<file path="src/hdl/cache_settings.svh">
`ifndef CACHE_SETTINGS_SVH
`define CACHE_SETTINGS_SVH

// Cache geometry
`define CACHE_WAYS        4
`define CACHE_SETS        16
`define CACHE_LINE_BITS   256
`define CACHE_ADDR_BITS   32

// Address split as tag | index | offset
`define CACHE_OFFSET_BITS 5
`define CACHE_INDEX_BITS  4
`define CACHE_TAG_BITS    23

`endif

</file>
<file path="src/hdl/cache_pkg.sv">
`include "cache_settings.svh"

package cache_pkg;

    typedef enum logic [1:0] {
        MESI_I,
        MESI_S,
        MESI_E,
        MESI_M
    } mesi_t;

    typedef enum logic [2:0] {
        BUS_NONE,
        BUS_RD,
        BUS_INV
    } bus_cmd_e;

    typedef struct packed {
        mesi_t                      state;
        logic                       dirty;
        logic [`CACHE_TAG_BITS-1:0] tag;
    } tag_entry_t;

    typedef logic [`CACHE_LINE_BITS-1:0] line_t;
    typedef logic [1:0]                  way_t;

    typedef struct packed {
        logic [`CACHE_ADDR_BITS-1:0] addr;
        logic [3:0]                  rmask;
        logic [3:0]                  wmask;
        logic [31:0]                 wdata;
        logic                        valid;
    } cpu_req_t;

    typedef struct packed {
        logic                        read;
        logic                        write;
        logic [`CACHE_ADDR_BITS-1:0] addr;    // Always line aligned
        line_t                       wdata;
    } mem_req_t;

    typedef struct packed {
        logic  valid;
        line_t rdata;
    } mem_rsp_t;

    typedef struct packed {
        bus_cmd_e                    cmd;
        logic [`CACHE_ADDR_BITS-1:0] addr;
    } bus_cmd_t;

    typedef struct packed {
        logic valid;
        logic shared;    // Another cache holds the line
    } bus_rsp_t;

    typedef struct packed {
        logic                        valid;
        bus_cmd_e                    cmd;
        logic [`CACHE_ADDR_BITS-1:0] addr;
    } snoop_req_t;

    typedef struct packed {
        logic  valid;
        logic  hit;
        logic  dirty;
        line_t data;
    } snoop_rsp_t;

    // A line matches when it is present and the tags agree
    function automatic logic tag_hit(tag_entry_t e, logic [`CACHE_TAG_BITS-1:0] tag);
        return (e.state != MESI_I) && (e.tag == tag);
    endfunction

endpackage

</file>
<file path="src/hdl/plru_tree.sv">
`timescale 1ns/1ns
`include "cache_settings.svh"

module plru_tree (
    input  logic                         clk,
    input  logic                         rst,
    input  logic [`CACHE_INDEX_BITS-1:0] index,
    input  logic                         touch,
    input  cache_pkg::way_t              touch_way,
    output cache_pkg::way_t              victim
);
    // Bit 2 picks the half, bit 1 the way in 0/1, bit 0 the way in 2/3
    logic [2:0] tree [`CACHE_SETS];
    logic [2:0] cur;

    assign cur    = tree[index];
    assign victim = {cur[2], cur[2] ? cur[0] : cur[1]};

    always_ff @(posedge clk) begin
        if (rst) begin
            for (int s = 0; s < `CACHE_SETS; s++) tree[s] <= 3'b000;
        end else if (touch) begin
            // Point every node on the path away from the touched way
            if (touch_way[1]) begin
                tree[index] <= {1'b0, cur[1], ~touch_way[0]};
            end else begin
                tree[index] <= {1'b1, ~touch_way[0], cur[0]};
            end
        end
    end

    assert property (@(posedge clk) disable iff (rst) touch |-> !$isunknown(touch_way))
        else $error("plru_tree: touch with unknown way");

endmodule

</file>
<file path="config.mk">
export PLATFORM = sky130hd
export DESIGN_NAME = plru_tree
export DESIGN_NICKNAME = d
export VERILOG_FILES = /design/src/hdl/cache_pkg.sv /design/src/hdl/plru_tree.sv
export VERILOG_INCLUDE_DIRS = /design/src /design/src/hdl
export SDC_FILE = /design/constraint.sdc
export NUM_CORES = 1
export LEC_CHECK = 0
export ABC_AREA = 1
export BUFFER_PORTS_ARGS = -buffer_cell sky130_fd_sc_hd__buf_2
export CAP_MARGIN = 20
export CORE_UTILIZATION = 45
export DETAILED_ROUTE_END_ITERATION = 10
export PLACE_DENSITY = 0.65
export SYNTH_ARGS = -nofsm -noshare
export SYNTH_HDL_FRONTEND = slang
export SYNTH_SLANG_ARGS = --single-unit
</file>
<file path="constraint.sdc">
create_clock -name clk -period 1.3 [get_ports clk]
set_input_delay 0.195 -clock clk [delete_from_list [all_inputs] [get_ports clk]]
set_output_delay 0.195 -clock clk [all_outputs]
set_load 0.005 [all_outputs]
</file>
==> results.sh <==
export IMPL_cp_data_required_time_ns=1.11
export IMPL_regMostFlops="tree"
export IMPL_hold_end="tree[4][2]"
export IMPL_cts_tree="done"
export IMPL_wl_per_cell_um=14.6
export IMPL_rr_endpoint="tree[0][0]"
export IMPL_cp_end_kind="output port"
export IMPL_cts_buffer_depth=2
export IMPL_nFillCells=440
export IMPL_place_congestion=0.890
export IMPL_first_global_vias=1982
export IMPL_rr_startpoint="tree[12][0]"
export IMPL_syn2layout_area_growth_pct=35.3
export IMPL_power_total_mw=3.44
export IMPL_h_tree_depth=2
export IMPL_fin_ws_ns=-0.476
export IMPL_fin_crit_sh_pct=137
export IMPL_synth_seq_cells=48
export IMPL_grt_antenna_before_repair=0
export IMPL_n_antenna_cell=0
export IMPL_syn_avg_cell_area_um2=8.32
export IMPL_cts_buffers=5
export IMPL_grt_usage_pct=23.5
export IMPL_reg2regPathDepth=14
export IMPL_clk_latency_ns=0.30
export IMPL_clock_sinks=48
export IMPL_cts_root_buf="clkbuf_8"
export IMPL_finalWirelength_um=6120
export IMPL_dr_pass1_iters=4
export IMPL_worstMarginPinSlew_ns=0.297
export IMPL_final_nets=356
export IMPL_failed_checks="setup timing"
export IMPL_first_iter_violations=124
export IMPL_relSlewSlack_pct=80.1
export IMPL_worstPathMaxFanout=2
export IMPL_ys_types=15
export IMPL_vias=2080
export IMPL_holdCritPathClass="in2reg"
export IMPL_die_height_um=75.0
export IMPL_r2r_slack_ns=-0.48
export IMPL_grt_ovfl_total=0
export IMPL_hpwlAfterDp_um=4030
export IMPL_postRouteAntennaNets=0
export IMPL_design_core_area_um2=5110
export IMPL_critPathKind="reg2out"
export IMPL_grt_pass1_wl_um=9400
export IMPL_min_path_cells=3
export IMPL_setup_worst_path_start_class="flop"
export IMPL_min_from="touch_way[1]"
export IMPL_rsz0062_at_grt="yes"
export IMPL_p_per_area_nw_per_um2=1060
export IMPL_placed_area_um2=2860
export IMPL_max_cap_viol_count=0
export IMPL_die_w_um=75.0
export IMPL_arrival_ns=1.58
export IMPL_initial_core_util_pct=46.9
export IMPL_max_freq_mhz=563
export IMPL_finalSetupViolCount=34
export IMPL_largestRegisters="tree: 48 flops"
export IMPL_io_pins=11
export IMPL_clock_skew_ns=0.00733
export IMPL_period_minus_slack_ns=1.78
export IMPL_syn_inst=288
export IMPL_hold_viol=0
export IMPL_max_vdd_ir_drop_uv=554
export IMPL_clk_pin_slew_worst_paths_ns=0.09
export IMPL_grt_max_degree=21
export IMPL_status="finished with violations"
export IMPL_synth_warnings=0
export IMPL_design_area_um2=3240
export IMPL_portBuffers=10
export IMPL_ys_seq_area_share_pct=60.2
export IMPL_num_rows=26
export IMPL_syn_num_nets=297
export IMPL_syn_area_um2=2390
export IMPL_via_per_inst=4.98
export IMPL_largest_register_ffs=48
export IMPL_power_leakage_nw=1.44
export IMPL_drc=0
export IMPL_dieArea_um2=5620
export IMPL_drv_slew=0
export IMPL_drive_above_1_share_pct=29.9
[cell usage after synthesis]
library cell | n | share of area, %
edfxtp_1 | 48 | 60
inv_1 | 12 | 1.9
a21oi_1 | 1 | 0.21
nand3_1 | 4 | 0.84
nor2_2 | 1 | 0.26
nor2_1 | 58 | 9.1
nand2_2 | 2 | 0.52
buf_6 | 3 | 1.4
o21ai_0 | 1 | 0.21
buf_2 | 3 | 0.63
clkbuf_1 | 3 | 0.47
nor3_1 | 3 | 0.63
inv_2 | 2 | 0.31
nand2_1 | 144 | 23
nand4_1 | 3 | 0.78
[through the flow]
step	setup TNS [ns]	hold slack, ns	util [%]	std cells	setup WS, ns
after floorplan	-2.17	0.517	-	288	-0.0550
after global placement	-14.46	0.723	56.0	403	-0.322
after detailed placement	-15.96	0.733	56.0	403	-0.366
after CTS	-8.22	0.418	61.0	416	-0.420
after global routing	-16.08	0.434	63.4	418	-0.642
final	-12.10	0.422	63.4	418	-0.476
[cell type report]
cell class | instances | area (µm²) | area share, %
flip-flops and latches | 48 | 1440 | 44.5
repair buffers | 61 | 562 | 17.3
well taps | 70 | 87.6 | 2.70
clock inverters | 2 | 35.0 | 1.08
clock buffers | 6 | 72.6 | 2.24
multi-input cells | 217 | 986 | 30.4
inverters | 14 | 55.1 | 1.70
[cell usage in the layout (no fill, tap or decap), types with 3 or more instances in the layout]
cell type / n
inv_2: 3
nor2_4: 7
buf_4: 40
nand3_1: 4
buf_2: 9
nor3_1: 3
nor2_1: 35
clkbuf_8: 5
inv_1: 10
edfxtp_1: 48
buf_6: 5
nand2_2: 4
buf_12: 4
nor2_2: 17
nand4_1: 3
nand2_1: 138
[worst max-delay path by stage]
stage	slack, ns	startpoint	endpoint	cells past startpoint
after floorplan	-0.06	touch	tree[2][0]	6
after global placement	-0.32	index[1]	tree[12][0]	12
after detailed placement	-0.37	index[1]	tree[3][0]	12
after CTS	-0.42	tree[12][0]	victim[0]	12
after global routing	-0.64	tree[12][0]	victim[0]	12
final	-0.48	tree[12][0]	victim[0]	12
[where the power goes]
part / internal, mW / switching [mW] / total [mW] / leakage (nW)
sequential: 1.77 / 0.0261 / 1.80 / 0.480
combinational: 0.260 / 0.333 / 0.592 / 0.904
clock: 0.571 / 0.485 / 1.06 / 0.0552
total: 2.60 / 0.843 / 3.44 / 1.44
[what timing repair did]
| item | in CTS | in global routing |
|---|---|---|
| hold buffers | 0 | 0 |
| gates cloned | 2 | 1 |
| pin swaps | 3 | 11 |
| setup endpoints to repair | 34 | 34 |
| gates resized for setup | 23 | 29 |
| buffers inserted | 3 | 1 |
[critical path: stages, from the launching register on]
cell,delay (ns)
edfxtp_1,0.37
nand2_1,0.08
nand2_1,0.05
nand2_1,0.05
nand2_1,0.07
nand2_1,0.11
nand2_2,0.09
nor2_4,0.11
buf_6,0.10
inv_2,0.02
nand2_1,0.05
nand2_1,0.06
buf_2,0.12
[cell families (layout without fill, tap and decap cells)]
logic type	after synthesis	count (layout)	share of synthesized area, %
AOI/OAI and AO/OA	2	2	0.418
buffers and inverters	23	83	4.70
and+or+nand+nor	215	215	34.7
DFF	48	48	60.2
[layer usage]
metal  vias up  global-route usage [%]  wire, µm
met5         -                       0         0
met4         0                    8.18       157
met3        17                    4.55       429
met2        68                    38.8      3070
met1       960                    31.1      2460
li1       1035                       -         -
Note: power is estimated with default switching activity, not from simulation.
