==> config.mk <==
export PLATFORM = sky130hd
export DESIGN_NAME = snoop_responder
export DESIGN_NICKNAME = d
export VERILOG_FILES = /design/src/hdl/cache_pkg.sv /design/src/hdl/snoop_responder.sv
export VERILOG_INCLUDE_DIRS = /design/src /design/src/hdl
export SDC_FILE = /design/constraint.sdc
export NUM_CORES = 1
export LEC_CHECK = 0
export BUFFER_PORTS_ARGS = -buffer_cell sky130_fd_sc_hd__clkbuf_2
export CAP_MARGIN = 10
export CORE_AREA = 2 2 561 563
export DETAILED_ROUTE_END_ITERATION = 6
export DIE_AREA = 0 0 563 565
export REMOVE_ABC_BUFFERS = 1
export SETUP_SLACK_MARGIN = 0.4
export SYNTH_ARGS = -nofsm -noshare
export SYNTH_HDL_FRONTEND = slang
export SYNTH_SLANG_ARGS = --single-unit
==> constraint.sdc <==
create_clock -name clk -period 7.1 [get_ports clk]
set_clock_uncertainty 0.2 [all_clocks]
set_input_delay 0.355 -clock clk [delete_from_list [all_inputs] [get_ports clk]]
set_output_delay 0.355 -clock clk [all_outputs]
set_load 0.01 [all_outputs]
==> src/hdl/cache_settings.svh <==
`ifndef CACHE_SETTINGS_SVH
`define CACHE_SETTINGS_SVH

// Cache geometry
`define CACHE_WAYS        4
`define CACHE_SETS        16
`define CACHE_LINE_BITS   256
`define CACHE_ADDR_BITS   32

// Address split as tag | index | offset
`define CACHE_OFFSET_BITS 5
`define CACHE_INDEX_BITS  4
`define CACHE_TAG_BITS    23

`endif

==> src/hdl/cache_pkg.sv <==
`include "cache_settings.svh"

package cache_pkg;

    typedef enum logic [1:0] {
        MESI_I,
        MESI_S,
        MESI_E,
        MESI_M
    } mesi_t;

    typedef enum logic [2:0] {
        BUS_NONE,
        BUS_RD,
        BUS_INV
    } bus_cmd_e;

    typedef struct packed {
        mesi_t                      state;
        logic                       dirty;
        logic [`CACHE_TAG_BITS-1:0] tag;
    } tag_entry_t;

    typedef logic [`CACHE_LINE_BITS-1:0] line_t;
    typedef logic [1:0]                  way_t;

    typedef struct packed {
        logic [`CACHE_ADDR_BITS-1:0] addr;
        logic [3:0]                  rmask;
        logic [3:0]                  wmask;
        logic [31:0]                 wdata;
        logic                        valid;
    } cpu_req_t;

    typedef struct packed {
        logic                        read;
        logic                        write;
        logic [`CACHE_ADDR_BITS-1:0] addr;    // Always line aligned
        line_t                       wdata;
    } mem_req_t;

    typedef struct packed {
        logic  valid;
        line_t rdata;
    } mem_rsp_t;

    typedef struct packed {
        bus_cmd_e                    cmd;
        logic [`CACHE_ADDR_BITS-1:0] addr;
    } bus_cmd_t;

    typedef struct packed {
        logic valid;
        logic shared;    // Another cache holds the line
    } bus_rsp_t;

    typedef struct packed {
        logic                        valid;
        bus_cmd_e                    cmd;
        logic [`CACHE_ADDR_BITS-1:0] addr;
    } snoop_req_t;

    typedef struct packed {
        logic  valid;
        logic  hit;
        logic  dirty;
        line_t data;
    } snoop_rsp_t;

    // A line matches when it is present and the tags agree
    function automatic logic tag_hit(tag_entry_t e, logic [`CACHE_TAG_BITS-1:0] tag);
        return (e.state != MESI_I) && (e.tag == tag);
    endfunction

endpackage

==> src/hdl/snoop_responder.sv <==
`timescale 1ns/1ns
`include "cache_settings.svh"

module snoop_responder (
    input  logic                         clk,
    input  logic                         rst,
    input  cache_pkg::snoop_req_t        snoop_req,
    input  cache_pkg::tag_entry_t        tag_rd [`CACHE_WAYS],
    input  cache_pkg::line_t             data_rd [`CACHE_WAYS],
    input  logic                         ctrl_idle,
    output logic [`CACHE_INDEX_BITS-1:0] port_index,
    output cache_pkg::snoop_rsp_t        snoop_rsp,
    output logic                         tag_we [`CACHE_WAYS],
    output cache_pkg::tag_entry_t        tag_wr
);
    import cache_pkg::*;

    snoop_req_t req_q;
    logic       hit;
    way_t       hit_way;
    tag_entry_t hit_tag;

    always_ff @(posedge clk) begin
        if (rst) begin
            req_q.valid <= 1'b0;
        end else begin
            req_q.valid <= snoop_req.valid;
        end
        req_q.cmd  <= snoop_req.cmd;
        req_q.addr <= snoop_req.addr;
    end

    // Read with the new snoop, write back with the registered one
    assign port_index = req_q.valid ? req_q.addr[`CACHE_OFFSET_BITS +: `CACHE_INDEX_BITS]
                                    : snoop_req.addr[`CACHE_OFFSET_BITS +: `CACHE_INDEX_BITS];

    always_comb begin
        hit     = 1'b0;
        hit_way = '0;
        for (int w = 0; w < `CACHE_WAYS; w++) begin
            if (req_q.valid && !hit
                && tag_hit(tag_rd[w], req_q.addr[`CACHE_ADDR_BITS-1 -: `CACHE_TAG_BITS])) begin
                hit     = 1'b1;
                hit_way = way_t'(w);
            end
        end
    end

    assign hit_tag = tag_rd[hit_way];

    always_comb begin
        snoop_rsp = '{valid: req_q.valid, hit: hit, dirty: 1'b0, data: '0};
        tag_we    = '{default: 1'b0};
        tag_wr    = '{state: MESI_I, dirty: 1'b0, tag: hit_tag.tag};
        if (hit && req_q.cmd != BUS_NONE) begin
            tag_we[hit_way] = 1'b1;
            if (req_q.cmd == BUS_RD) begin
                snoop_rsp.dirty = hit_tag.dirty;
                snoop_rsp.data  = data_rd[hit_way];
                if (!hit_tag.dirty) tag_wr.state = MESI_S;    // Clean copy stays shared
            end
        end
    end

    // Snoops land between CPU requests and never back to back
    assert property (@(posedge clk) disable iff (rst)
        snoop_req.valid |-> ctrl_idle && !req_q.valid)
        else $error("snoop_responder: snoop while controller busy");

endmodule

==> impl_metrics.py <==
metrics = {
    "sta": {
        "timing.final.crit_share_pct": 73.51,
        "whs_ps": -2.198,
        "rsz0062_at_grt": "no",
        "fmax_mhz": 191.6,
        "setup_ws_ps": 1881,
        "fin_setup_tns_ps": 0,
        "setup_viol": 0,
        "hold_viol_final": 1,
        "tightest_slew_ps": 1138,
        "maxSlewHeadroom_pct": 24.12,
        "min_period_ps": 5219,
        "finalMaxSlewViolations": 0,
    },
    "synth": {
        "synth.most_common_cell": "a21oi_1",
        "yosys-mux-area-fraction_pct": 0.4672,
        "synthCells": 1536,
        "synth-seq-cells": 31,
        "synth-simple-area-share_pct": 24.90,
        "yosysSeqAreaShare_pct": 6.437,
        "netlist_top_cells_count": "a21oi_1, a22oi_1, and3_1",
        "synth_compound_area_share_pct": 49.64,
        "synth.area.top_cells": "a21oi_1, a22oi_1, and3_1, dfxtp_1, clkbuf_1",
        "syn_area_sq_mm": 0.009642,
        "syn_area_per_cell_sq_um": 6.277,
        "synth-edff-count": 0,
        "synth_top_family_by_area": "compound AO/OA/AOI/OAI gates",
        "synth_top_cell_by_area": "a21oi_1",
        "async_reset_ff_share_pct": 0,
        "synth_xor_area_share_pct": 8.448,
        "ys_warn_count": 0,
        "ys.flop_type": "dfxtp_1",
        "synth_adder_area_share_pct": 0,
        "synth_top_area_share_pct": 26.68,
        "synth_cell_types": 45,
    },
    "routing": {
        "dr.pass1.iters": 6,
        "ant_nets": 0,
        "vias": 21790,
        "avgRoutedWirePerCell_microns": 42.50,
        "drt_iter0_drc": 1853,
        "drc": 0,
        "wl_microns": 303900,
        "vias_per_cell": 3.048,
    },
    "final_layout": {
        "syn_to_final_growth_pct": 132.9,
        "drive_gt1_share_pct": 52.81,
        "final_cells": 7150,
        "layout.nets": 4044,
        "nFillCells": 37191,
    },
    "critical_path": {
        "crit_type": "reg2out",
        "cp-start-kind": "flip-flop",
        "required_ps": 6550,
        "arrival_ps": 4660,
        "cp-end-kind": "primary output",
        "cp_max_fo": 69,
    },
    "clock_network": {
        "numClockSinks": 31,
        "htreeDepth": 2,
        "cts.path.max_buffers": 2,
        "cts_tree": "yes",
        "numCtsBuffers": 5,
        "clk_pin_slew_ps": 60,
        "cts_root_buffer": "clkbuf_16",
    },
    "global_routing": {
        "grt_pass1_vias": 19909,
        "antenna_found_initial": 462,
        "grt_max_degree": 98,
        "grt_use_total_pct": 18.21,
        "grt_pass1_wl_microns": 344700,
        "grt.overflow.total": 0,
    },
    "run": {
        "maxCapViolCount": 0,
    },
    "place": {
        "placedCellCount": 6986,
        "numPortBuffers": 1451,
        "dpl_worst_slack_ps": 2101,
        "place_hpwl_microns": 282400,
        "place.gp.congestion": 0.9921,
    },
    "floorplan": {
        "die_h_microns": 565,
        "core_area_sq_mm": 0.3114,
        "rows": 205,
        "dieArea_sq_mm": 0.3181,
        "initial_core_util_pct": 3.096,
        "boundaryPins": 1460,
        "dieWidth_microns": 563,
    },
    "outcome": {
        "violations": "hold timing",
        "status": "complete, but fails checks",
    },
    "pwr": {
        "ir_worst_vdd_mv": 0.08736,
        "p_leak_nw": 10.27,
        "power_density_mw_per_mm2": 48.56,
    },
    "min_path": {
        "hold_path_class": "in2reg",
    },
}
[cell families (layout without fill, tap and decap cells)]
family | after synthesis | in the layout
AND/OR/NAND/NOR | 410 | 410
AO/OA/AOI/OAI | 808 | 808
multiplexers | 4 | 4
buffers and inverters | 189 | 1530
other | 1 | 134
XOR/XNOR | 93 | 93
flip-flops | 31 | 31
[worst paths after layout]
kind / start / end / cells after the start / slack (ps)
max: req_q[12] / snoop_rsp[245] / 9 / 1880
min: snoop_req[22] / req_q[22] / 1 / -2
[power breakdown]
part | leakage [nW] | switching, mW | internal (mW)
combinational | 9.92 | 0.298 | 0.317
clock | 0.0877 | 0.0956 | 0.175
sequential | 0.261 | 0.0212 | 0.183
total | 10.3 | 0.415 | 0.675
[critical path, stage by stage, from the launching register on]
cell and delay [ps]:
dfxtp_1 580, xor2_1 120, or4_4 540, nor4_4 630, a211oi_4 280, a211oi_4 500, buf_12 290, a22oi_1 410
a21oi_1 260, clkbuf_2 470
[per-stage QoR]
| stage | power, mW | utilization (%) | area (sq um) |
|---|---|---|---|
| after floorplan | 0.3263 | - | 8686 |
| after global placement | 0.8079 | 6.972 | 21710 |
| after detailed placement | 0.8081 | 6.972 | 21710 |
| after CTS | 1.099 | 7.101 | 22110 |
| after global routing | 1.141 | 7.152 | 22270 |
| final | 1.090 | 7.211 | 22450 |
[area by class of cell]
type                    count  area [sq um]  share of cell area (%)
multi-input cells        1317          8142                   36.26
repair buffers           1519          7995                   35.61
well taps                4140          5180                   23.07
flip-flops and latches     31         620.6                   2.764
diodes                    132         330.3                   1.471
clock buffers               6         138.9                  0.6186
clock inverters             2         35.03                  0.1560
inverters                   3         11.26                 0.05015
[metal layers]
metal,wire [microns],global-route usage [%]
met4,16220,7.269
met3,43720,11.35
met1,114300,20.08
met5,1598,0
met2,128000,27.96
[registers in the layout (all words and copies together) (netlist names)]
| register | count |
|---|---|
| req_q | 30 |
| snoop_rsp | 1 |
[cell usage in the layout (no fill, tap or decap), types with 3 or more instances in the layout]
cell type	synthesis	routed
dfxtp_1	31	31
nor2_1	10	10
or4_1	5	5
a21oi_1	514	510
inv_1	3	3
nor4_1	23	23
o21ai_0	3	3
nand2_1	55	55
clkbuf_16	0	5
mux2_2	4	4
buf_4	6	31
diode_2	0	132
xnor2_1	47	47
dlygate4sd3_1	0	24
a21oi_2	0	4
buf_12	1	13
xor2_1	46	46
nand4_1	22	22
clkbuf_2	0	1451
and3_1	256	256
nand3_1	27	26
a22oi_1	279	279
[repair_timing]
action                    4_1_cts  5_1_grt
hold endpoints to repair       23        1
gates resized for setup         0        0
setup buffers                   0        0
hold buffers                   23        1
Note: power is estimated with default switching activity, not from simulation.
